<file path="config.mk">
export PLATFORM = sky130hd
export DESIGN_NAME = alu
export DESIGN_NICKNAME = d
export VERILOG_FILES = /design/src/common/cpu_pkg.sv /design/src/design/alu.sv
export VERILOG_INCLUDE_DIRS = /design/src /design/src/common
export SDC_FILE = /design/constraint.sdc
export NUM_CORES = 1
export LEC_CHECK = 0
export BUFFER_PORTS_ARGS = -buffer_cell sky130_fd_sc_hd__buf_2
export CELL_PAD_IN_SITES_DETAIL_PLACEMENT = 1
export CELL_PAD_IN_SITES_GLOBAL_PLACEMENT = 2
export CORE_MARGIN = 5
export CORE_UTILIZATION = 30
export DETAILED_ROUTE_END_ITERATION = 10
export PLACE_DENSITY = 0.87
export SYNTH_ARGS = -nofsm -noshare
export SYNTH_HDL_FRONTEND = slang
export SYNTH_SLANG_ARGS = --single-unit
</file>
<file path="constraint.sdc">
create_clock -name vclk -period 6.2
set_input_delay 1.24 -clock vclk [all_inputs]
set_output_delay 1.24 -clock vclk [all_outputs]
set_load 0.01 [all_outputs]
</file>
<file path="src/common/cpu_settings.svh">
`ifndef CPU_SETTINGS_SVH
`define CPU_SETTINGS_SVH

// datapath
`define DATA_WIDTH      32
`define ADDR_WIDTH      30      // word address, byte address >> 2
`define GPR_NUM         32
`define REG_IDX_WIDTH   5
`define SPM_DEPTH       1024    // words

// instruction fields
`define OP_WIDTH        6
`define IMM_WIDTH       16
`define OP_LSB          26
`define RD_LSB          21
`define RA_LSB          16
`define RB_LSB          11

// opcodes
`define OP_NOP          6'h00
`define OP_ADD          6'h01   // rd = ra + rb
`define OP_SUB          6'h02
`define OP_AND          6'h03
`define OP_OR           6'h04
`define OP_XOR          6'h05
`define OP_SHL          6'h06   // rd = ra << rb[4:0]
`define OP_ADDI         6'h07   // rd = ra + sext(imm)
`define OP_LOAD         6'h08   // rd = mem[ra + sext(imm)]
`define OP_STORE        6'h09   // mem[ra + sext(imm)] = rd
`define OP_BEQ          6'h0a   // if (ra == rd) pc = pc + 1 + sext(imm)
`define OP_JMP          6'h0b   // pc = pc + 1 + sext(imm)

`endif
</file>
<file path="src/common/cpu_pkg.sv">
`include "cpu_settings.svh"

`default_nettype none

package cpu_pkg;

    typedef logic [`DATA_WIDTH-1:0]    word_t;
    typedef logic [`ADDR_WIDTH-1:0]    waddr_t;
    typedef logic [`DATA_WIDTH-1:0]    insn_t;
    typedef logic [`REG_IDX_WIDTH-1:0] reg_idx_t;

    typedef enum logic [2:0] {
        ALU_ADD  = 3'd0,
        ALU_SUB  = 3'd1,
        ALU_AND  = 3'd2,
        ALU_OR   = 3'd3,
        ALU_XOR  = 3'd4,
        ALU_SHL  = 3'd5,
        ALU_THRU = 3'd6     // pass alu_in_0
    } alu_op_e;

    typedef enum logic [1:0] {
        MEM_NONE  = 2'd0,
        MEM_LOAD  = 2'd1,
        MEM_STORE = 2'd2
    } mem_op_e;

    // decode -> execute
    typedef struct packed {
        logic     valid;
        logic     gpr_we;
        reg_idx_t dst;
        alu_op_e  alu_op;
        word_t    alu_in_0;
        word_t    alu_in_1;
        mem_op_e  mem_op;
        word_t    store_data;
    } id_ctrl_t;

    typedef struct packed {
        logic   as_;        // active low strobe
        logic   rw;         // 1 = write
        waddr_t addr;
        word_t  wr_data;
    } spm_req_t;

    typedef struct packed {
        logic     we;
        reg_idx_t addr;
        word_t    data;
    } wb_t;

endpackage

`default_nettype wire

</file>
<file path="src/design/alu.sv">
`default_nettype none

module alu (
    input  cpu_pkg::alu_op_e alu_op,
    input  cpu_pkg::word_t   alu_in_0,
    input  cpu_pkg::word_t   alu_in_1,
    output cpu_pkg::word_t   alu_out
);

    always_comb begin
        case (alu_op)
            cpu_pkg::ALU_ADD:  alu_out = alu_in_0 + alu_in_1;
            cpu_pkg::ALU_SUB:  alu_out = alu_in_0 - alu_in_1;
            cpu_pkg::ALU_AND:  alu_out = alu_in_0 & alu_in_1;
            cpu_pkg::ALU_OR:   alu_out = alu_in_0 | alu_in_1;
            cpu_pkg::ALU_XOR:  alu_out = alu_in_0 ^ alu_in_1;
            cpu_pkg::ALU_SHL:  alu_out = alu_in_0 << alu_in_1[4:0];   // 5 bit amount
            cpu_pkg::ALU_THRU: alu_out = alu_in_0;
            default:           alu_out = alu_in_0;
        endcase
    end

endmodule

`default_nettype wire

</file>
==> results.md, run 1 <==
Status
• run status: finished, final reports clean

Flow run
• maxcap violations: 0

Layout
• number of nets in the layout: 1255
• Cell Count, Final, Fillers Out: 1363
• highest-count cells in the layout ignoring fill and taps: 109 x sky130_fd_sc_hd__a21oi_1, 106 x sky130_fd_sc_hd__nand2_1, 99 x sky130_fd_sc_hd__buf_2
• fill cell total of the finished layout: 2773
• sequential cell count: 0
• fraction of final layout cells with drive strength greater than 1: 0.233
• area of the multi-input gates: 0.00600 mm2
• Synth-to-Final Area Change: 23.6%
• leading cell type in the layout, fill and taps excluded: sky130_fd_sc_hd__a21oi_1
• number of diodes: 0
• clock tree buffer count of the final layout: 0
• area used by sequential logic in the layout: 0 um2

Synth
• total of warnings raised by yosys: 0
• net count of the mapped netlist: 1120
• mean area per synthesized cell: 6.67 um2
• Netlist cell types: 68
• proportion of synthesized chip area in sequential cells: 0
• netlist area before placement: 0.00637 mm2
• main area contributors after synthesis: sky130_fd_sc_hd__ha_1 19%, sky130_fd_sc_hd__a21oi_1 8.8%, sky130_fd_sc_hd__mux2i_1 7.1%
• cells after synthesis: 955
• Synth top area share: 0.191
• area leader, netlist: sky130_fd_sc_hd__ha_1

Floorplan
• x dimension of the die: 156 um
• Die Span Y: 156 um
• Core ar.: 0.0210 mm2
• top-level port count: 99
• Die Footprint: 0.0242 mm2
• Initial Utilization: 0.304
• number of rows in the core area: 53

Place
• count of input and output buffers: 99
• setup slack at placement: -0.0905 ns
• Detailed Place HPWL: 22.8 mm
• cell count after placement: 1360
• gpl congestion: 0.960

Routing
• WL/cell: 21.0 um
• met2 routed WL: 14.3 mm
• uppermost metal layer occupied by signal nets: met4
• count of nets left with antenna violations after detail routing: 0
• met3 wire length: 1.08 mm
• iteration count of the initial detailed-routing pass: 5
• Residual DRC: 0
• Iter 0 DRT Violations: 535
• via/cell ratio: 5.82
• Vias: 7926
• wire length on met1: 12.6 mm
• overall routed net length: 28.7 mm

STA
• Relative slew margins: 0.408
• minimum clock period after layout: 6.08 ns
• Worst Tran Pin Value: 0.881 ns
• crit path setup slack, layout: 0.117 ns
• setup TNS after final layout: 0 ns
• Pins Over Slew Limit: 0
• final cycle utilization of the critical path: 0.981
• final-report setup violation count: 0
• maximum clock frequency: 164 MHz
• final-report hold violation count: 0

Setup path
• critical setup path kind: primary input to output pin
• cell type of the slowest stage on the worst timing path: sky130_fd_sc_hd__a2111o_1
• cells along the critical path: buf_2, inv_2, ha_4, nand2_2, nor4_2, buf_4, buf_4, a31oi_1, xnor2_1, ha_1, nand2_1, o21ai_0, a41oi_4, a2111o_1, a21o_1, and3_1, o31a_1, o22ai_1, buf_2
• family of cells with the greatest summed delay on the critical path: compound AO/OA/AOI/OAI gates
• CP peak stage delay: 0.52 ns
• Critical Path AT: 4.84 ns
• WP data required: 4.96 ns
• critical path launch point type: primary input
• type of destination of the critical path: output pin
• maximum fanout count along the critical path: 5
• number of buffer and inverter instances along the worst setup path: 5

Hold path
• endpoint of the worst hold-timing path: alu_out[5]
• Hold Path Cell Cnt: 4
• worst min-delay path startpoint: alu_in_0[5]
• class of the tightest hold or removal check: primary input to output pin

Power and ir drop
• cell area power density: 108 mW/mm2
• LEAKAGE: 3.68 nW
• overall power of the completed layout: 847 uW
• Worst IR Drop VDD: 0.0000421 V

Global route
• pin count of the biggest net entering global routing: 54
• global-route wire length before repair: 44.4 mm
• GRT Util Overall: 0.225
• initial antenna violation count: 0
• overall overflow remaining after global route: 0
• number of global-route vias before repair: 8020

Clocking
• Hold-fix buffers, CTS: 0

-- power breakdown --
part | leakage, nW | internal [mW] | switching, mW
clock network | 0 | 0 | 0
registers | 0 | 0 | 0
logic | 3.68 | 0.356 | 0.491
total | 3.68 | 0.356 | 0.491
-- synthesized netlist by cell type (12+ instances only) --
cell type	instances
sky130_fd_sc_hd__a21oi_1	112
sky130_fd_sc_hd__nand2_1	110
sky130_fd_sc_hd__ha_1	97
sky130_fd_sc_hd__o21ai_0	77
sky130_fd_sc_hd__inv_1	69
sky130_fd_sc_hd__nor2_1	64
sky130_fd_sc_hd__xnor2_1	50
sky130_fd_sc_hd__mux2i_1	45
sky130_fd_sc_hd__clkbuf_1	41
sky130_fd_sc_hd__a21o_1	19
sky130_fd_sc_hd__o211ai_1	19
sky130_fd_sc_hd__nor3_1	17
sky130_fd_sc_hd__o21a_1	16
sky130_fd_sc_hd__o221ai_1	16
sky130_fd_sc_hd__a211oi_1	15
sky130_fd_sc_hd__buf_2	12
-- area by class of cell --
class / instances / share of cell area
Multi-Input combinational cell: 817 / 0.763
Timing Repair Buffer: 198 / 0.159
Tap cell: 275 / 0.0437
Inverter: 73 / 0.0348
-- kinds of logic (layout without fill, tap and decap cells) --
group / after synthesis / count (layout) / synth area share
buffers and inverters: 138 / 271 / 0.0845
AOI/OAI and AO/OA: 355 / 355 / 0.356
and+or+nand+nor: 248 / 248 / 0.171
muxes: 61 / 61 / 0.119
xor gates and xnor gates: 55 / 55 / 0.0757
adders and majority gates: 98 / 98 / 0.194
-- worst max path at each step --
stage | slack, ns | from | to | depth (start not counted)
finish | 0.12 | alu_in_1[0] | alu_out[29] | 19
global route | -0.09 | alu_in_1[0] | alu_out[31] | 21
CTS | 0.004 | alu_in_1[8] | alu_out[31] | 17
detailed placement | -0.09 | alu_in_1[1] | alu_out[31] | 20
global placement | 0.04 | alu_in_1[1] | alu_out[28] | 19
floorplan | 0.02 | alu_in_1[0] | alu_out[24] | 20
-- layer usage --
metal  global-route usage  vias up
met5                    0        -
met4               0.0417        0
met3              0.00860       30
met2                0.412      227
met1                0.296     3908
li1                     -     3761
-- tightest hold or removal path, cell delays in order --
cell                      delay (ns)
sky130_fd_sc_hd__buf_2          0.15
sky130_fd_sc_hd__nor2_1         0.08
sky130_fd_sc_hd__o21ai_0        0.07
sky130_fd_sc_hd__buf_2          0.13
-- timing repair --
action,in CTS,in global routing
endpoints found under the setup margin,7,11
resized for setup,6,32
pin swaps,0,10
buffers inserted,0,4
-- metrics by stage --
| step | util | hold WS (ns) | area [um2] |
|---|---|---|---|
| 6_report | 0.376 | 2.91 | 7870 |
| 5_1_grt | 0.376 | 2.94 | 7870 |
| 4_1_cts | 0.367 | 2.92 | 7690 |
| 3_5_place_dp | 0.366 | 2.91 | 7670 |
| 3_3_place_gp | 0.366 | 2.91 | 7670 |
| 2_1_floorplan | - | 2.62 | 6370 |
Note: power is estimated with default switching activity, not from simulation.
==> run 2: changes to the inputs <==
- PLACE_DENSITY: 0.87 -> default
- PLACE_DENSITY_LB_ADDON: default -> 0.1
==> run 2 against run 1 <==
Effect of this change:
- worst hold slack worse by 0.032 ns
- total power grew 3.1%
- fmax increased by 0.21%
- design area rose by 3.3%
- combinational power up 3.1%
- via count down 2.1%
- global-route usage rose by 1.1 points
- first-iteration DRC count is 36% lower
- sequential cell count unchanged
- cell count rose by 2.6%
- utilization rose by 1.3 points
- largest cell class unchanged
- largest power group unchanged
- highest routed layer is now met5
==> results.md, run 2 (same netlist as run 1, synthesis figures left out) <==
Status
• run status: finished, final reports clean

Routing
• iteration count of the initial detailed-routing pass: 5
• Vias: 7763
• count of nets left with antenna violations after detail routing: 0
• Residual DRC: 0
• overall routed net length: 29.7 mm
• Iter 0 DRT Violations: 343
• WL/cell: 21.2 um
• via/cell ratio: 5.55

Setup path
• number of buffer and inverter instances along the worst setup path: 5
• cell count along the critical path: 20
• family of cells with the greatest summed delay on the critical path: compound AO/OA/AOI/OAI gates
• critical path launch point type: primary input
• maximum fanout count along the critical path: 3
• Top cell by count, worst path: sky130_fd_sc_hd__buf_4
• cells along the critical path: buf_6, buf_4, nor3_2, buf_4, nand4_1, buf_4, nor2_4, a41oi_2, xnor2_1, ha_1, nand2_2, or4_4, a2111o_1, a31oi_4, o21a_1, nor2_1, xnor2_1, a21boi_1, o22ai_1, buf_2
• WP data required: 4.96 ns
• launching instance or port of the critical path: alu_in_1[0]
• cell type of the slowest stage on the worst timing path: sky130_fd_sc_hd__or4_4
• CP peak stage delay: 0.53 ns
• Critical Path AT: 4.83 ns
• critical setup path kind: primary input to output pin
• type of destination of the critical path: output pin

Floorplan
• Initial Utilization: 0.304
• Die Span Y: 156 um
• number of rows in the core area: 53
• Core ar.: 0.0210 mm2
• x dimension of the die: 156 um
• Die Footprint: 0.0242 mm2
• top-level port count: 99

Global route
• GRT Util Overall: 0.235
• overall overflow remaining after global route: 0
• pin count of the biggest net entering global routing: 56
• number of global-route vias before repair: 7786
• initial antenna violation count: 1
• global-route wire length before repair: 45.8 mm

Hold path
• worst min-delay path startpoint: alu_in_0[28]
• class of the tightest hold or removal check: primary input to output pin
• Hold Path Cell Cnt: 4

Place
• gpl congestion: 0.925
• Detailed Place HPWL: 23.9 mm
• cell count after placement: 1390
• count of input and output buffers: 99
• placed instance area: 0.00790 mm2

Layout
• number of nets in the layout: 1290
• sequential cell count: 0
• area used by sequential logic in the layout: 0 um2
• clock tree buffer count of the final layout: 0
• leading cell type in the layout, fill and taps excluded: sky130_fd_sc_hd__buf_4
• fraction of final layout cells with drive strength greater than 1: 0.254
• number of diodes: 0
• total non-filler cell area in the finished layout: 0.00813 mm2
• Cell Count, Final, Fillers Out: 1398
• highest-count cells in the layout ignoring fill and taps: 134 x sky130_fd_sc_hd__buf_4, 110 x sky130_fd_sc_hd__a21oi_1, 107 x sky130_fd_sc_hd__nand2_1
• Synth-to-Final Area Change: 27.8%

Clocking
• Hold-fix buffers, CTS: 0

STA
• final-report setup violation count: 0
• Worst Tran Pin Value: 0.815 ns
• minimum clock period after layout: 6.07 ns
• final cycle utilization of the critical path: 0.979
• Pins Over Slew Limit: 0
• final-report hold violation count: 0
• Relative slew margins: 0.452
• maximum clock frequency: 165 MHz

Power and ir drop
• LEAKAGE: 3.86 nW
• Worst IR Drop VDD: 0.0000375 V
• cell area power density: 107 mW/mm2

Flow run
• maxcap violations: 0

run 2: cell type report:
| type | instances | area, um2 |
|---|---|---|
| multi-input combinational | 817 | 5990 |
| inverter | 73 | 274 |
| fill | 2747 | 12800 |
| tap | 275 | 344 |
| timing repair buffer | 233 | 1520 |
run 2: stage by stage:
stage                     power, mW  utilization  setup TNS (ns)  hold WS (ns)  setup slack (ns)
after floorplan               0.495            -               0          2.62            0.0172
after global placement        0.842        0.377         -0.0133          2.89           -0.0114
after detailed placement      0.846        0.377          -0.554          2.88            -0.125
after CTS                     0.864        0.383               0          2.88            0.0138
after global routing          0.956        0.388       -0.000948          2.94         -0.000948
final                         0.873        0.388               0          2.88             0.130
run 2: worst paths after layout:
kind	to	slack, ns
min	alu_out[28]	2.88
max	alu_out[26]	0.13
run 2: timing repair:
item                                    in CTS  in global routing
endpoints found under the setup margin       6                 12
resized for setup                           22                 17
buffers inserted                             4                  4
pin swaps                                   23                 13
run 2: metal layers:
layer / global-route usage / share of wire / vias up
met5: 0 / 0.00044 / -
met4: 0.0267 / 0.014 / 2
met3: 0.0150 / 0.037 / 18
met2: 0.398 / 0.46 / 170
met1: 0.340 / 0.49 / 3746
li1: - / - / 3827
run 2: report_power, final:
part           total, mW  switching, mW  internal, mW  leakage, nW
clock                  0              0             0            0
sequential             0              0             0            0
combinational      0.873          0.495         0.378         3.86
total              0.873          0.495         0.378         3.86
==> run 3: changes to the inputs <==
- SETUP_SLACK_MARGIN: default -> 0.3
==> run 3 against run 2 <==
Effect of this change:
- setup slack got worse by 0.013 ns
- non-clock buffer count fell by 30
- cell count fell by 2.1%
- highest routed layer is now met4
==> results.md, run 3 (same netlist as run 1, synthesis figures left out) <==
Status
• run status: finished, final reports clean

Floorplan
• Die Footprint: 0.0242 mm2
• Initial Utilization: 0.304
• Core ar.: 0.0210 mm2
• x dimension of the die: 156 um
• number of rows in the core area: 53
• top-level port count: 99
• Die Span Y: 156 um

STA
• final cycle utilization of the critical path: 0.981
• Pins Over Slew Limit: 0
• worst slack on hold paths: 2.87 ns
• Worst Tran Pin Value: 1.10 ns
• RSZ-0062 raised after global routing: yes
• final-report setup violation count: 0
• setup TNS after final layout: 0 ns
• Relative slew margins: 0.261
• maximum clock frequency: 164 MHz
• final-report hold violation count: 0
• minimum clock period after layout: 6.08 ns

Layout
• area of the multi-input gates: 0.00617 mm2
• sequential cell count: 0
• Cell Count, Final, Fillers Out: 1368
• fraction of final layout cells with drive strength greater than 1: 0.262
• number of nets in the layout: 1260
• number of diodes: 0
• clock tree buffer count of the final layout: 0
• total non-filler cell area in the finished layout: 0.00813 mm2
• fill cell total of the finished layout: 2719
• leading cell type in the layout, fill and taps excluded: sky130_fd_sc_hd__a21oi_1
• Synth-to-Final Area Change: 27.8%
• highest-count cells in the layout ignoring fill and taps: 107 x sky130_fd_sc_hd__a21oi_1, 106 x sky130_fd_sc_hd__nand2_1, 101 x sky130_fd_sc_hd__buf_4
• area used by sequential logic in the layout: 0 um2

Flow run
• maxcap violations: 0

Setup path
• cell type of the slowest stage on the worst timing path: sky130_fd_sc_hd__a2111o_1
• critical setup path kind: primary input to output pin
• critical path launch point type: primary input
• WP data required: 4.96 ns
• Critical Path AT: 4.84 ns
• cells along the critical path: buf_8, nor4_4, buf_4, nand4_1, nor2_4, buf_6, a21oi_2, xnor2_1, ha_1, buf_6, nand4_1, nor2_2, nand3_2, a2111o_1, a21o_1, and3_1, o31a_1, o22ai_2, buf_2
• type of destination of the critical path: output pin
• maximum fanout count along the critical path: 3
• CP peak stage delay: 0.39 ns

Power and ir drop
• proportion of total power due to net switching: 0.573
• Logic pwr share: 1.000
• cell area power density: 109 mW/mm2
• overall power of the completed layout: 890 uW
• LEAKAGE: 3.76 nW
• net switching power of the design: 510 uW
• clock group share of total power: 0
• Int Power: 380 uW
• sequential fraction of design power: 0
• Worst IR Drop VDD: 0.0000374 V

Global route
• GRT Util Overall: 0.238
• initial antenna violation count: 0
• pin count of the biggest net entering global routing: 65
• global-route wire length before repair: 46.2 mm
• number of global-route vias before repair: 7814
• overall overflow remaining after global route: 0

Routing
• Iter 0 DRT Violations: 396
• overall routed net length: 30.1 mm
• via/cell ratio: 5.67
• Vias: 7753
• Residual DRC: 0
• iteration count of the initial detailed-routing pass: 5
• WL/cell: 22.0 um
• count of nets left with antenna violations after detail routing: 0

Place
• placed instance area: 0.00771 mm2
• gpl congestion: 0.975
• count of input and output buffers: 99
• Detailed Place HPWL: 24.0 mm
• cell count after placement: 1356

Clocking
• Hold-fix buffers, CTS: 0

Hold path
• Hold Path Cell Cnt: 3
• class of the tightest hold or removal check: primary input to output pin

## run 3: path summary, 6_finish.rpt
path / endpoint / from / slack [ns]
max: alu_out[29] / alu_in_1[9] / 0.12
min: alu_out[0] / alu_op[1] / 2.87
## run 3: cell type report
cell class	instances	share of cell area
Timing Repair Buffer	203	0.164
Multi-Input combinational cell	817	0.759
Tap cell	275	0.0423
Inverter	73	0.0349
## run 3: repair_timing
| action | 4_1_cts | 5_1_grt |
|---|---|---|
| setup buffers | 6 | 6 |
| resized for setup | 32 | 50 |
| pin swaps | 20 | 11 |
| setup endpoints to repair | 12 | 14 |
## run 3: metrics by stage
step	util	setup slack, ns
3_5_place_dp	0.368	-0.120
2_1_floorplan	-	0.316
3_3_place_gp	0.368	-0.0735
4_1_cts	0.377	0.117
5_1_grt	0.388	-0.0575
6_report	0.388	0.117
## run 3: worst max-delay path, delay by kind of cell
family / cells / cell delay [ns]
AOI/OAI and AO/OA: 5 / 1.07
adders and majority gates: 1 / 0.31
and+or+nand+nor: 7 / 1.43
xor gates and xnor gates: 1 / 0.13
buffers and inverters: 5 / 0.64
## run 3: power groups by stage
stage,clock network (mW),registers [mW],logic (mW)
2_1_floorplan,0,0,0.502
3_3_place_gp,0,0,0.823
3_5_place_dp,0,0,0.828
4_1_cts,0,0,0.856
5_1_grt,0,0,0.974
6_report,0,0,0.890
## run 3: metal layers
layer | GRT usage | part of all wire
met1 | 0.341 | 0.48
met5 | 0 | 0
met2 | 0.401 | 0.47
met4 | 0.0388 | 0.020
met3 | 0.0133 | 0.032
