===== config.mk =====
export PLATFORM = sky130hd
export DESIGN_NAME = mem_ctrl
export DESIGN_NICKNAME = d
export VERILOG_FILES = /design/src/common/cpu_pkg.sv /design/src/design/mem_ctrl.sv
export VERILOG_INCLUDE_DIRS = /design/src /design/src/common
export SDC_FILE = /design/constraint.sdc
export NUM_CORES = 1
export LEC_CHECK = 0
export ABC_CLOCK_PERIOD_IN_PS = 1900
export BUFFER_PORTS_ARGS = -buffer_cell sky130_fd_sc_hd__buf_2
export CORE_AREA = 2 2 106 108
export DETAILED_ROUTE_END_ITERATION = 12
export DIE_AREA = 0 0 108 110
export SYNTH_ARGS = -nofsm -noshare
export SYNTH_HDL_FRONTEND = slang
export SYNTH_SLANG_ARGS = --single-unit

===== constraint.sdc =====
create_clock -name vclk -period 1.9
set_input_delay 0.095 -clock vclk [all_inputs]
set_output_delay 0.095 -clock vclk [all_outputs]
set_load 0.1 [all_outputs]

===== src/common/cpu_settings.svh =====
`ifndef CPU_SETTINGS_SVH
`define CPU_SETTINGS_SVH

// datapath
`define DATA_WIDTH      32
`define ADDR_WIDTH      30      // word address, byte address >> 2
`define GPR_NUM         32
`define REG_IDX_WIDTH   5
`define SPM_DEPTH       1024    // words

// instruction fields
`define OP_WIDTH        6
`define IMM_WIDTH       16
`define OP_LSB          26
`define RD_LSB          21
`define RA_LSB          16
`define RB_LSB          11

// opcodes
`define OP_NOP          6'h00
`define OP_ADD          6'h01   // rd = ra + rb
`define OP_SUB          6'h02
`define OP_AND          6'h03
`define OP_OR           6'h04
`define OP_XOR          6'h05
`define OP_SHL          6'h06   // rd = ra << rb[4:0]
`define OP_ADDI         6'h07   // rd = ra + sext(imm)
`define OP_LOAD         6'h08   // rd = mem[ra + sext(imm)]
`define OP_STORE        6'h09   // mem[ra + sext(imm)] = rd
`define OP_BEQ          6'h0a   // if (ra == rd) pc = pc + 1 + sext(imm)
`define OP_JMP          6'h0b   // pc = pc + 1 + sext(imm)

`endif

===== src/common/cpu_pkg.sv =====
`include "cpu_settings.svh"

`default_nettype none

package cpu_pkg;

    typedef logic [`DATA_WIDTH-1:0]    word_t;
    typedef logic [`ADDR_WIDTH-1:0]    waddr_t;
    typedef logic [`DATA_WIDTH-1:0]    insn_t;
    typedef logic [`REG_IDX_WIDTH-1:0] reg_idx_t;

    typedef enum logic [2:0] {
        ALU_ADD  = 3'd0,
        ALU_SUB  = 3'd1,
        ALU_AND  = 3'd2,
        ALU_OR   = 3'd3,
        ALU_XOR  = 3'd4,
        ALU_SHL  = 3'd5,
        ALU_THRU = 3'd6     // pass alu_in_0
    } alu_op_e;

    typedef enum logic [1:0] {
        MEM_NONE  = 2'd0,
        MEM_LOAD  = 2'd1,
        MEM_STORE = 2'd2
    } mem_op_e;

    // decode -> execute
    typedef struct packed {
        logic     valid;
        logic     gpr_we;
        reg_idx_t dst;
        alu_op_e  alu_op;
        word_t    alu_in_0;
        word_t    alu_in_1;
        mem_op_e  mem_op;
        word_t    store_data;
    } id_ctrl_t;

    typedef struct packed {
        logic   as_;        // active low strobe
        logic   rw;         // 1 = write
        waddr_t addr;
        word_t  wr_data;
    } spm_req_t;

    typedef struct packed {
        logic     we;
        reg_idx_t addr;
        word_t    data;
    } wb_t;

endpackage

`default_nettype wire


===== src/design/mem_ctrl.sv =====
`include "cpu_settings.svh"

`default_nettype none

module mem_ctrl (
    input  logic              cpu_en,
    input  cpu_pkg::id_ctrl_t id_ctrl,
    input  cpu_pkg::word_t    alu_out,
    input  cpu_pkg::word_t    mem_rd_data,
    output cpu_pkg::spm_req_t mem_req,
    output cpu_pkg::wb_t      wb
);

    logic aligned;
    logic active;   // execute slot may act this cycle
    logic is_load;
    logic access;

    assign aligned = (alu_out[1:0] == 2'b00);
    assign active  = cpu_en && id_ctrl.valid;
    assign is_load = (id_ctrl.mem_op == cpu_pkg::MEM_LOAD);
    assign access  = active && aligned && (id_ctrl.mem_op != cpu_pkg::MEM_NONE);

    assign mem_req.as_     = !access;
    assign mem_req.rw      = (id_ctrl.mem_op == cpu_pkg::MEM_STORE);
    assign mem_req.addr    = alu_out[`DATA_WIDTH-1:2];  // drop byte offset
    assign mem_req.wr_data = id_ctrl.store_data;

    // misaligned load leaves rd untouched
    assign wb.we   = active && id_ctrl.gpr_we && !(is_load && !aligned);
    assign wb.addr = id_ctrl.dst;
    assign wb.data = is_load ? mem_rd_data : alu_out;

endmodule

`default_nettype wire


==> qor_table.md, run 1 <==
| Item | This run |
|:---|:---|
| Run status | complete, no violations |
| Area enclosed by the die boundary | 11,900 sq um |
| Cell Pwr Density | 620 nW/um^2 |
| Library cell with the highest instance count after synthesis | sky130_fd_sc_hd__buf_4 |
| Layout Nets | 350 |
| Via count | 961 |
| Detailed-route wire length | 3340 um |
| Detailed-route vias per instance | 3.05 |
| Number of antenna violations at the first check in global routing | 1 |
| Highest cell delay on the worst timing path | 0.36 ns |
| Critical path buffer and inverter count | 3 |
| Largest net degree at the start of global routing | 20 |
| Count of different cell masters after synthesis | 12 |
| Synthesized-area fraction occupied by ao, oa, aoi and oai cells | 1.26% |
| Post-cts hold buffer count | 0 |
| Max Transition Viols Final | 0 |
| Total negative slack for setup checks | 0 ns |
| Average size of a mapped cell | 9.93 sq um |
| Transition at the pin with the smallest max-transition slack | 0.496 ns |
| DRC viols | 0 |
| Type of element capturing the critical path | output port |
| CP delay by family, top | buffers and inverters |
| Number of maximum-capacitance constraint violations | 0 |
| RD Place Congestion | 0.675 |
| Cell type of the slowest stage on the worst timing path | sky130_fd_sc_hd__mux2_4 |
| Worst relative slew slack | 67.2% |
| Achievable frequency | 758 MHz |
| Dominant cells by area after synthesis | sky130_fd_sc_hd__buf_4, sky130_fd_sc_hd__mux2_4, sky130_fd_sc_hd__buf_12 |
| Postcts setup bufs | 0 |
| Critical path required time | 1.80 ns |
| Share of the synthesized netlist area taken by xor and xnor gates | 0% |
| Worst vdd ir | 0.000164 V |
| Final setup viols | 0 |
| Total of warnings raised by yosys | 0 |
| Worst path arrival time | 1.22 ns |
| Cell-by-cell listing of the critical path | buf_2, nor2b_4, buf_4, mux2_4, buf_12 |
| Quantity of I/O buffers inserted on ports | 134 |
| Leakage power | 0.958 nW |
| Initial standard-cell utilization of the core | 10.2% |
| Count of antenna-violating nets left after detailed routing | 0 |
| Count of sequential standard cells | 0 |
| Cell count after synthesis | 110 |
| Post-cts sizing count | 0 |
| Mapped cell area | 1090 sq um |
| Clkbuf count | 0 |
| Mux share of post-synthesis cell area | 43.0% |
| Final worst path period need | 1.32 ns |
| Via count of the first global-routing pass | 923 |
| Top cell type's share of synthesized area | 46.0% |
| Setup repair after global routing missed its margin | no |
| Simple-gate share of the synthesized area | 3.21% |
| Overall die height | 110 um |
| Kind of path behind the tightest hold check | in2out |
| Nature of the critical path startpoint | input port |
| Proportion of synthesized chip area in sequential cells | 0% |
| Drt pass-1 iters | 2 |
| GRT Overall Usage | 4.95% |
| X dimension of the die | 108 um |
| 1st-iter DRT viols | 15 |
| Post-place setup slack | 0.557 ns |
| Portion of the clock cycle consumed by the worst path in the final layout | 69.4% |
| Syn Nets | 283 |
| Antenna diode count | 0 |
| Combined flip-flop and latch cell area | 0 sq um |
| Area growth from synthesis to final layout | 70.6% |
| Average wire per standard cell | 10.6 um |
| Total overflow reported by the global router | 0 |
| Highest fanout seen on the critical path | 19 |
| Cell accounting for the most synthesized area | sky130_fd_sc_hd__buf_4 |
| Critical setup path kind | in2out |
| Core Rows | 38 |
| Number of ports placed on the die boundary | 275 |
| Core region area | 10,700 sq um |
| Final worst setup slack | 0.581 ns |
| Commonest cells in the synthesized netlist | sky130_fd_sc_hd__buf_4, sky130_fd_sc_hd__mux2_4, sky130_fd_sc_hd__buf_12, sky130_fd_sc_hd__mux2_2 |
| Fraction of the mapped netlist area in adder cells | 0% |
| Final count of hold timing violations | 0 |
| Combinational family with the most area after synthesis | buffers and inverters |
| Fraction of layout cells with a size suffix above 1 | 97.7% |
| Global-route wire length before repair | 4610 um |
path summary, 6_finish.rpt:
kind                         from           to  slack [ns]  depth (start not counted)
worst max-delay path  id_ctrl[32]       wb[12]        0.58                          5
worst min-delay path  id_ctrl[11]  mem_req[11]        0.19                          0
layout make-up:
| cell class | count | area [sq um] |
|---|---|---|
| fill | 1196 | 8830 |
| timing repair buffer | 136 | 1170 |
| multi-input combinational | 39 | 522 |
| tap | 140 | 175 |
cells by family (layout without fill, tap and decap cells):
group,Yosys count,after routing
AO/OA/AOI/OAI,2,2
buffers and inverters,71,136
multiplexers,32,32
AND/OR/NAND/NOR,5,5
report_power, final:
group | switching [W] | internal (W) | total, W | leakage [nW]
clock network | 0 | 0 | 0 | 0
logic | 0.000794 | 0.000360 | 0.00115 | 0.958
registers | 0 | 0 | 0 | 0
total | 0.000794 | 0.000360 | 0.00115 | 0.958
metrics by stage:
step	cell area, sq um	hold slack, ns	utilization, %	power, W	instances
floorplan	1100	0.402	-	0.00122	110
global placement	1860	0.191	17.4	0.00116	315
detailed placement	1860	0.191	17.4	0.00116	315
CTS	1860	0.191	17.4	0.00116	315
global route	1860	0.190	17.4	0.00119	315
finish	1860	0.190	17.4	0.00115	315
layout by cell type (no fill, tap or decap):
master                        n
sky130_fd_sc_hd__buf_2      102
sky130_fd_sc_hd__a21oi_2      1
sky130_fd_sc_hd__nor2b_4      1
sky130_fd_sc_hd__nand3_1      1
sky130_fd_sc_hd__o2111ai_1    1
sky130_fd_sc_hd__nor2b_1      1
sky130_fd_sc_hd__nor2_1       1
sky130_fd_sc_hd__buf_12      32
sky130_fd_sc_hd__buf_4        2
sky130_fd_sc_hd__or2_2        1
sky130_fd_sc_hd__mux2_2       3
sky130_fd_sc_hd__mux2_4      29
metal layers:
metal,up-vias,track usage [%],routed length [um]
met3,6,3.70,756
met5,-,0,0
met2,101,9.84,1600
li1,430,-,-
met4,0,0.549,31
met1,424,3.94,949
Note: power is estimated with default switching activity, not from simulation.
==> run 2, diff against run 1 <==
--- a/config.mk
+++ b/config.mk
@@ -6,7 +6,7 @@
 export SDC_FILE = /design/constraint.sdc
 export NUM_CORES = 1
 export LEC_CHECK = 0
-export ABC_CLOCK_PERIOD_IN_PS = 1900
+export ABC_CLOCK_PERIOD_IN_PS = 1100
 export BUFFER_PORTS_ARGS = -buffer_cell sky130_fd_sc_hd__buf_2
 export CORE_AREA = 2 2 106 108
 export DETAILED_ROUTE_END_ITERATION = 12
==> constraint.sdc (replaced) <==
create_clock -name vclk -period 1.1
set_input_delay 0.055 -clock vclk [all_inputs]
set_output_delay 0.055 -clock vclk [all_outputs]
set_load 0.1 [all_outputs]
==> qor_table.md, run 2 (synthesis results as in run 1) <==
| Item | This run |
|:---|:---|
| Final count of hold timing violations | 0 |
| Count of antenna-violating nets left after detailed routing | 0 |
| DRC viols | 0 |
| Final setup viols | 0 |
| Antenna diode count | 0 |
| Achievable frequency | 925 MHz |
| Number of maximum-capacitance constraint violations | 0 |
| Average wire per standard cell | 10.9 um |
| Quantity of I/O buffers inserted on ports | 134 |
| Total overflow reported by the global router | 0 |
| Sink of the worst hold path | mem_req[11] |
| Hpwl dp | 3230 um |
| Max Transition Viols Final | 0 |
| 1st-iter DRT viols | 9 |
| Critical setup path kind | in2out |
| Drt pass-1 iters | 2 |
| Worst relative slew slack | 65.7% |
| Via count | 986 |
| Critical path required time | 1.04 ns |
| Fraction of layout cells with a size suffix above 1 | 98.9% |
| X dimension of the die | 108 um |
| Post-place setup slack | -0.0713 ns |
| Number of placed cells counting well taps | 319 |
| Area growth from synthesis to final layout | 80.8% |
| Cell Pwr Density | 1030 nW/um^2 |
| Global-route wire length before repair | 4720 um |
| Number of ports placed on the die boundary | 275 |
| Detailed-route wire length | 3470 um |
| Detailed-route vias per instance | 3.09 |
| Launch instance of the worst min-delay path | id_ctrl[11] |
| Overall die height | 110 um |
| Via count of the first global-routing pass | 959 |
| Final worst hold slack | 0.110 ns |
| Run status | complete, no violations |
| Count of sequential standard cells | 0 |
| Commonest non-fill, non-tap cells in the layout | sky130_fd_sc_hd__buf_2, sky130_fd_sc_hd__buf_12, sky130_fd_sc_hd__mux2_4, sky130_fd_sc_hd__buf_4, sky130_fd_sc_hd__buf_6 |
| Combined flip-flop and latch cell area | 0 sq um |
| Layout Nets | 354 |
| Initial standard-cell utilization of the core | 10.2% |
| Nature of the critical path startpoint | input port |
| Leakage power | 1.01 nW |
| Kind of path behind the tightest hold check | in2out |
| Area enclosed by the die boundary | 11,900 sq um |
| Post-cts hold buffer count | 0 |
| Highest fanout seen on the critical path | 7 |
| Largest net degree at the start of global routing | 17 |
| Portion of the clock cycle consumed by the worst path in the final layout | 98.3% |
| Final total power | 0.00204 W |
| Final standard cell count with taps included and fillers excluded | 319 |
| Type of element capturing the critical path | output port |
| Core Rows | 38 |
| RD Place Congestion | 0.694 |
| Worst vdd ir | 0.000393 V |
| Post-cts sizing count | 6 |
| Final worst setup slack | 0.0189 ns |
| Dpl cell area | 1940 sq um |
| Setup repair after global routing missed its margin | yes |
| Post-route cell area | 1970 sq um |
| Hold Path Cell Cnt | 0 |
| Most common cell after layout, fill and taps aside | sky130_fd_sc_hd__buf_2 |
| Count of filler cells inserted in the layout | 1,192 |
| Clkbuf count | 0 |
| Number of antenna violations at the first check in global routing | 1 |
| Postcts setup bufs | 0 |
| Worst path arrival time | 1.03 ns |
| Transition at the pin with the smallest max-transition slack | 0.518 ns |
| Core region area | 10,700 sq um |
| GRT Overall Usage | 5.06% |
| Final worst path period need | 1.08 ns |
-- run 2: changes by cell type in the layout (fill, tap and decap cells not counted) --
cell                        change
sky130_fd_sc_hd__buf_12         +3
sky130_fd_sc_hd__buf_2          -5
sky130_fd_sc_hd__buf_4          +2
sky130_fd_sc_hd__buf_6          +3
sky130_fd_sc_hd__clkbuf_4       +1
sky130_fd_sc_hd__mux2_2         -3
sky130_fd_sc_hd__mux2_4         +3
sky130_fd_sc_hd__nor2b_1        -1
sky130_fd_sc_hd__nor2b_2        +1
sky130_fd_sc_hd__o2111ai_1      -1
sky130_fd_sc_hd__o2111ai_2      +1
-- run 2: per-layer routing --
layer / GRT usage, % / vias to the layer above / part of all wire [%]
li1: - / 436 / -
met5: 0 / - / 0.37
met3: 2.41 / 4 / 17
met2: 10.4 / 111 / 51
met1: 4.64 / 433 / 31
met4: 0.366 / 2 / 0.40
-- run 2: worst max-delay path: stages --
cell and delay (ns):
sky130_fd_sc_hd__buf_6 0.10, sky130_fd_sc_hd__nor2b_4 0.16, sky130_fd_sc_hd__buf_4 0.21, sky130_fd_sc_hd__mux2_4 0.33
sky130_fd_sc_hd__buf_12 0.17
-- run 2: layout make-up --
class / instances / area, sq um / share of cell area (%)
Multi-Input combinational cell: 39 / 542 / 27.4
Tap cell: 140 / 175 / 8.87
Timing Repair Buffer: 140 / 1260 / 63.7
-- run 2: report_power, final --
part	total (W)	internal, W	switching [W]
Combinational	0.00204	0.000657	0.00138
Sequential	0	0	0
Clock	0	0	0
Total	0.00204	0.000657	0.00138
-- run 2: through the flow --
step / TNS [ns] / util (%)
final: 0 / 18.5
after global routing: -0.321 / 18.5
after CTS: -0.377 / 18.4
after detailed placement: -0.900 / 18.2
after global placement: -0.844 / 18.2
after floorplan: -0.293 / -
-- run 2: worst max-delay path by stage --
stage	start	endpoint	slack (ns)	depth (start not counted)
after floorplan	id_ctrl[32]	wb[37]	-0.29	4
after detailed placement	id_ctrl[33]	wb[19]	-0.07	5
after global placement	id_ctrl[33]	wb[19]	-0.08	5
after global routing	id_ctrl[32]	wb[31]	-0.02	5
final	id_ctrl[33]	wb[1]	0.02	5
after CTS	id_ctrl[33]	wb[19]	-0.04	5
==> run 3, diff against run 2 <==
--- a/config.mk
+++ b/config.mk
@@ -11,6 +11,7 @@
 export CORE_AREA = 2 2 106 108
 export DETAILED_ROUTE_END_ITERATION = 12
 export DIE_AREA = 0 0 108 110
+export GPL_TIMING_DRIVEN = 0
 export SYNTH_ARGS = -nofsm -noshare
 export SYNTH_HDL_FRONTEND = slang
 export SYNTH_SLANG_ARGS = --single-unit
==> constraint.sdc (replaced) <==
create_clock -name vclk -period 1.1
set_input_delay 0.055 -clock vclk [all_inputs]
set_output_delay 0.055 -clock vclk [all_outputs]
set_load 0.05 [all_outputs]
==> qor_table.md, run 3 (synthesis results as in run 1) <==
| Item | This run |
|:---|:---|
| Overall die height | 110 um |
| Worst path arrival time | 1.04 ns |
| Global-route wire length before repair | 5480 um |
| Number of antenna violations at the first check in global routing | 0 |
| RD Place Congestion | 0.661 |
| Initial standard-cell utilization of the core | 10.2% |
| Most common cell after layout, fill and taps aside | sky130_fd_sc_hd__buf_2 |
| Worst relative slew slack | 82.5% |
| Dpl cell area | 2130 sq um |
| Area growth from synthesis to final layout | 121% |
| 1st-iter DRT viols | 20 |
| Worst vdd ir | 0.000220 V |
| Number of maximum-capacitance constraint violations | 0 |
| Hpwl dp | 3710 um |
| Commonest non-fill, non-tap cells in the layout | sky130_fd_sc_hd__buf_2, sky130_fd_sc_hd__buf_4, sky130_fd_sc_hd__mux2_4, sky130_fd_sc_hd__buf_6 |
| Nature of the critical path startpoint | input port |
| Via count of the first global-routing pass | 1,238 |
| Number of ports placed on the die boundary | 275 |
| Count of antenna-violating nets left after detailed routing | 0 |
| Achievable frequency | 913 MHz |
| Final worst hold slack | 0.411 ns |
| Transition at the pin with the smallest max-transition slack | 0.265 ns |
| Highest fanout seen on the critical path | 10 |
| Detailed-route vias per instance | 3.10 |
| DRC viols | 0 |
| Fraction of layout cells with a size suffix above 1 | 98.6% |
| Average wire per standard cell | 9.78 um |
| Core region area | 10,700 sq um |
| GRT Overall Usage | 5.70% |
| Final total power | 0.00176 W |
| Via count | 1,311 |
| Setup repair after global routing missed its margin | yes |
| Max Transition Viols Final | 0 |
| Largest net degree at the start of global routing | 11 |
| Run status | complete, no violations |
| Critical setup path kind | in2out |
| Final worst path period need | 1.09 ns |
| Detailed-route wire length | 4140 um |
| Leakage power | 1.38 nW |
| Drt pass-1 iters | 3 |
| X dimension of the die | 108 um |
| Final count of hold timing violations | 0 |
| Clkbuf count | 0 |
| Final setup viols | 0 |
| Antenna diode count | 0 |
| Count of sequential standard cells | 0 |
| Layout Nets | 458 |
| Cell Pwr Density | 729 nW/um^2 |
| Core Rows | 38 |
| Combined flip-flop and latch cell area | 0 sq um |
| Total overflow reported by the global router | 0 |
| Hold Path Cell Cnt | 2 |
| Post-cts hold buffer count | 0 |
| Critical path required time | 1.04 ns |
| Post-route cell area | 2410 sq um |
| Quantity of I/O buffers inserted on ports | 171 |
| Total negative slack for setup checks | 0 ns |
| Kind of path behind the tightest hold check | in2out |
| Type of element capturing the critical path | output port |
| Footprint of the multi-input gates | 529 sq um |
| Portion of the clock cycle consumed by the worst path in the final layout | 99.5% |
| Final cell utilization of the core | 22.5% |
| Area enclosed by the die boundary | 11,900 sq um |
| Count of filler cells inserted in the layout | 1,181 |
run 3: cell types whose count changed in the layout (fill, tap and decap cells not counted), sizes merged:
cell,before,now
buf,139,244
clkbuf,1,0
run 3: layer usage:
layer / up-vias / track usage, % / part of all wire [%]
met5: - / 0 / 0
met4: 0 / 0 / 0
met3: 0 / 2.94 / 19
met2: 117 / 11.8 / 52
met1: 550 / 5.24 / 30
li1: 644 / - / -
run 3: area by class of cell:
cell class / count / share of cell area (%)
Tap cell: 140 / 7.27
Timing Repair Buffer: 173 / 46.6
Multi-Input combinational cell: 39 / 22.0
Buffer: 71 / 24.2
run 3: worst max-delay path, stage by stage:
cell and delay (ns):
sky130_fd_sc_hd__buf_6 0.07, sky130_fd_sc_hd__nor2b_4 0.14, sky130_fd_sc_hd__buf_12 0.15, sky130_fd_sc_hd__buf_12 0.15, sky130_fd_sc_hd__mux2_4 0.31, sky130_fd_sc_hd__buf_6 0.16
run 3: final timing paths:
kind / to / startpoint / slack [ns]
worst min-delay path: wb[35] / id_ctrl[104] / 0.41
worst max-delay path: wb[4] / id_ctrl[32] / 0.005
run 3: through the flow:
stage / cells / setup WS, ns
detailed placement: 421 / -0.114
floorplan: 110 / 0.116
CTS: 423 / -0.0141
finish: 423 / 0.00529
global placement: 421 / -0.112
global route: 423 / -0.0483
run 3: report_power, final:
group | switching (W) | internal [W]
clock | 0 | 0
combinational | 0.00106 | 0.000691
sequential | 0 | 0
run 3: what timing repair did:
item | CTS | global route
setup buffers | 1 | 0
gates cloned | 1 | 0
resized for setup | 75 | 2
endpoints found under the setup margin | 30 | 31
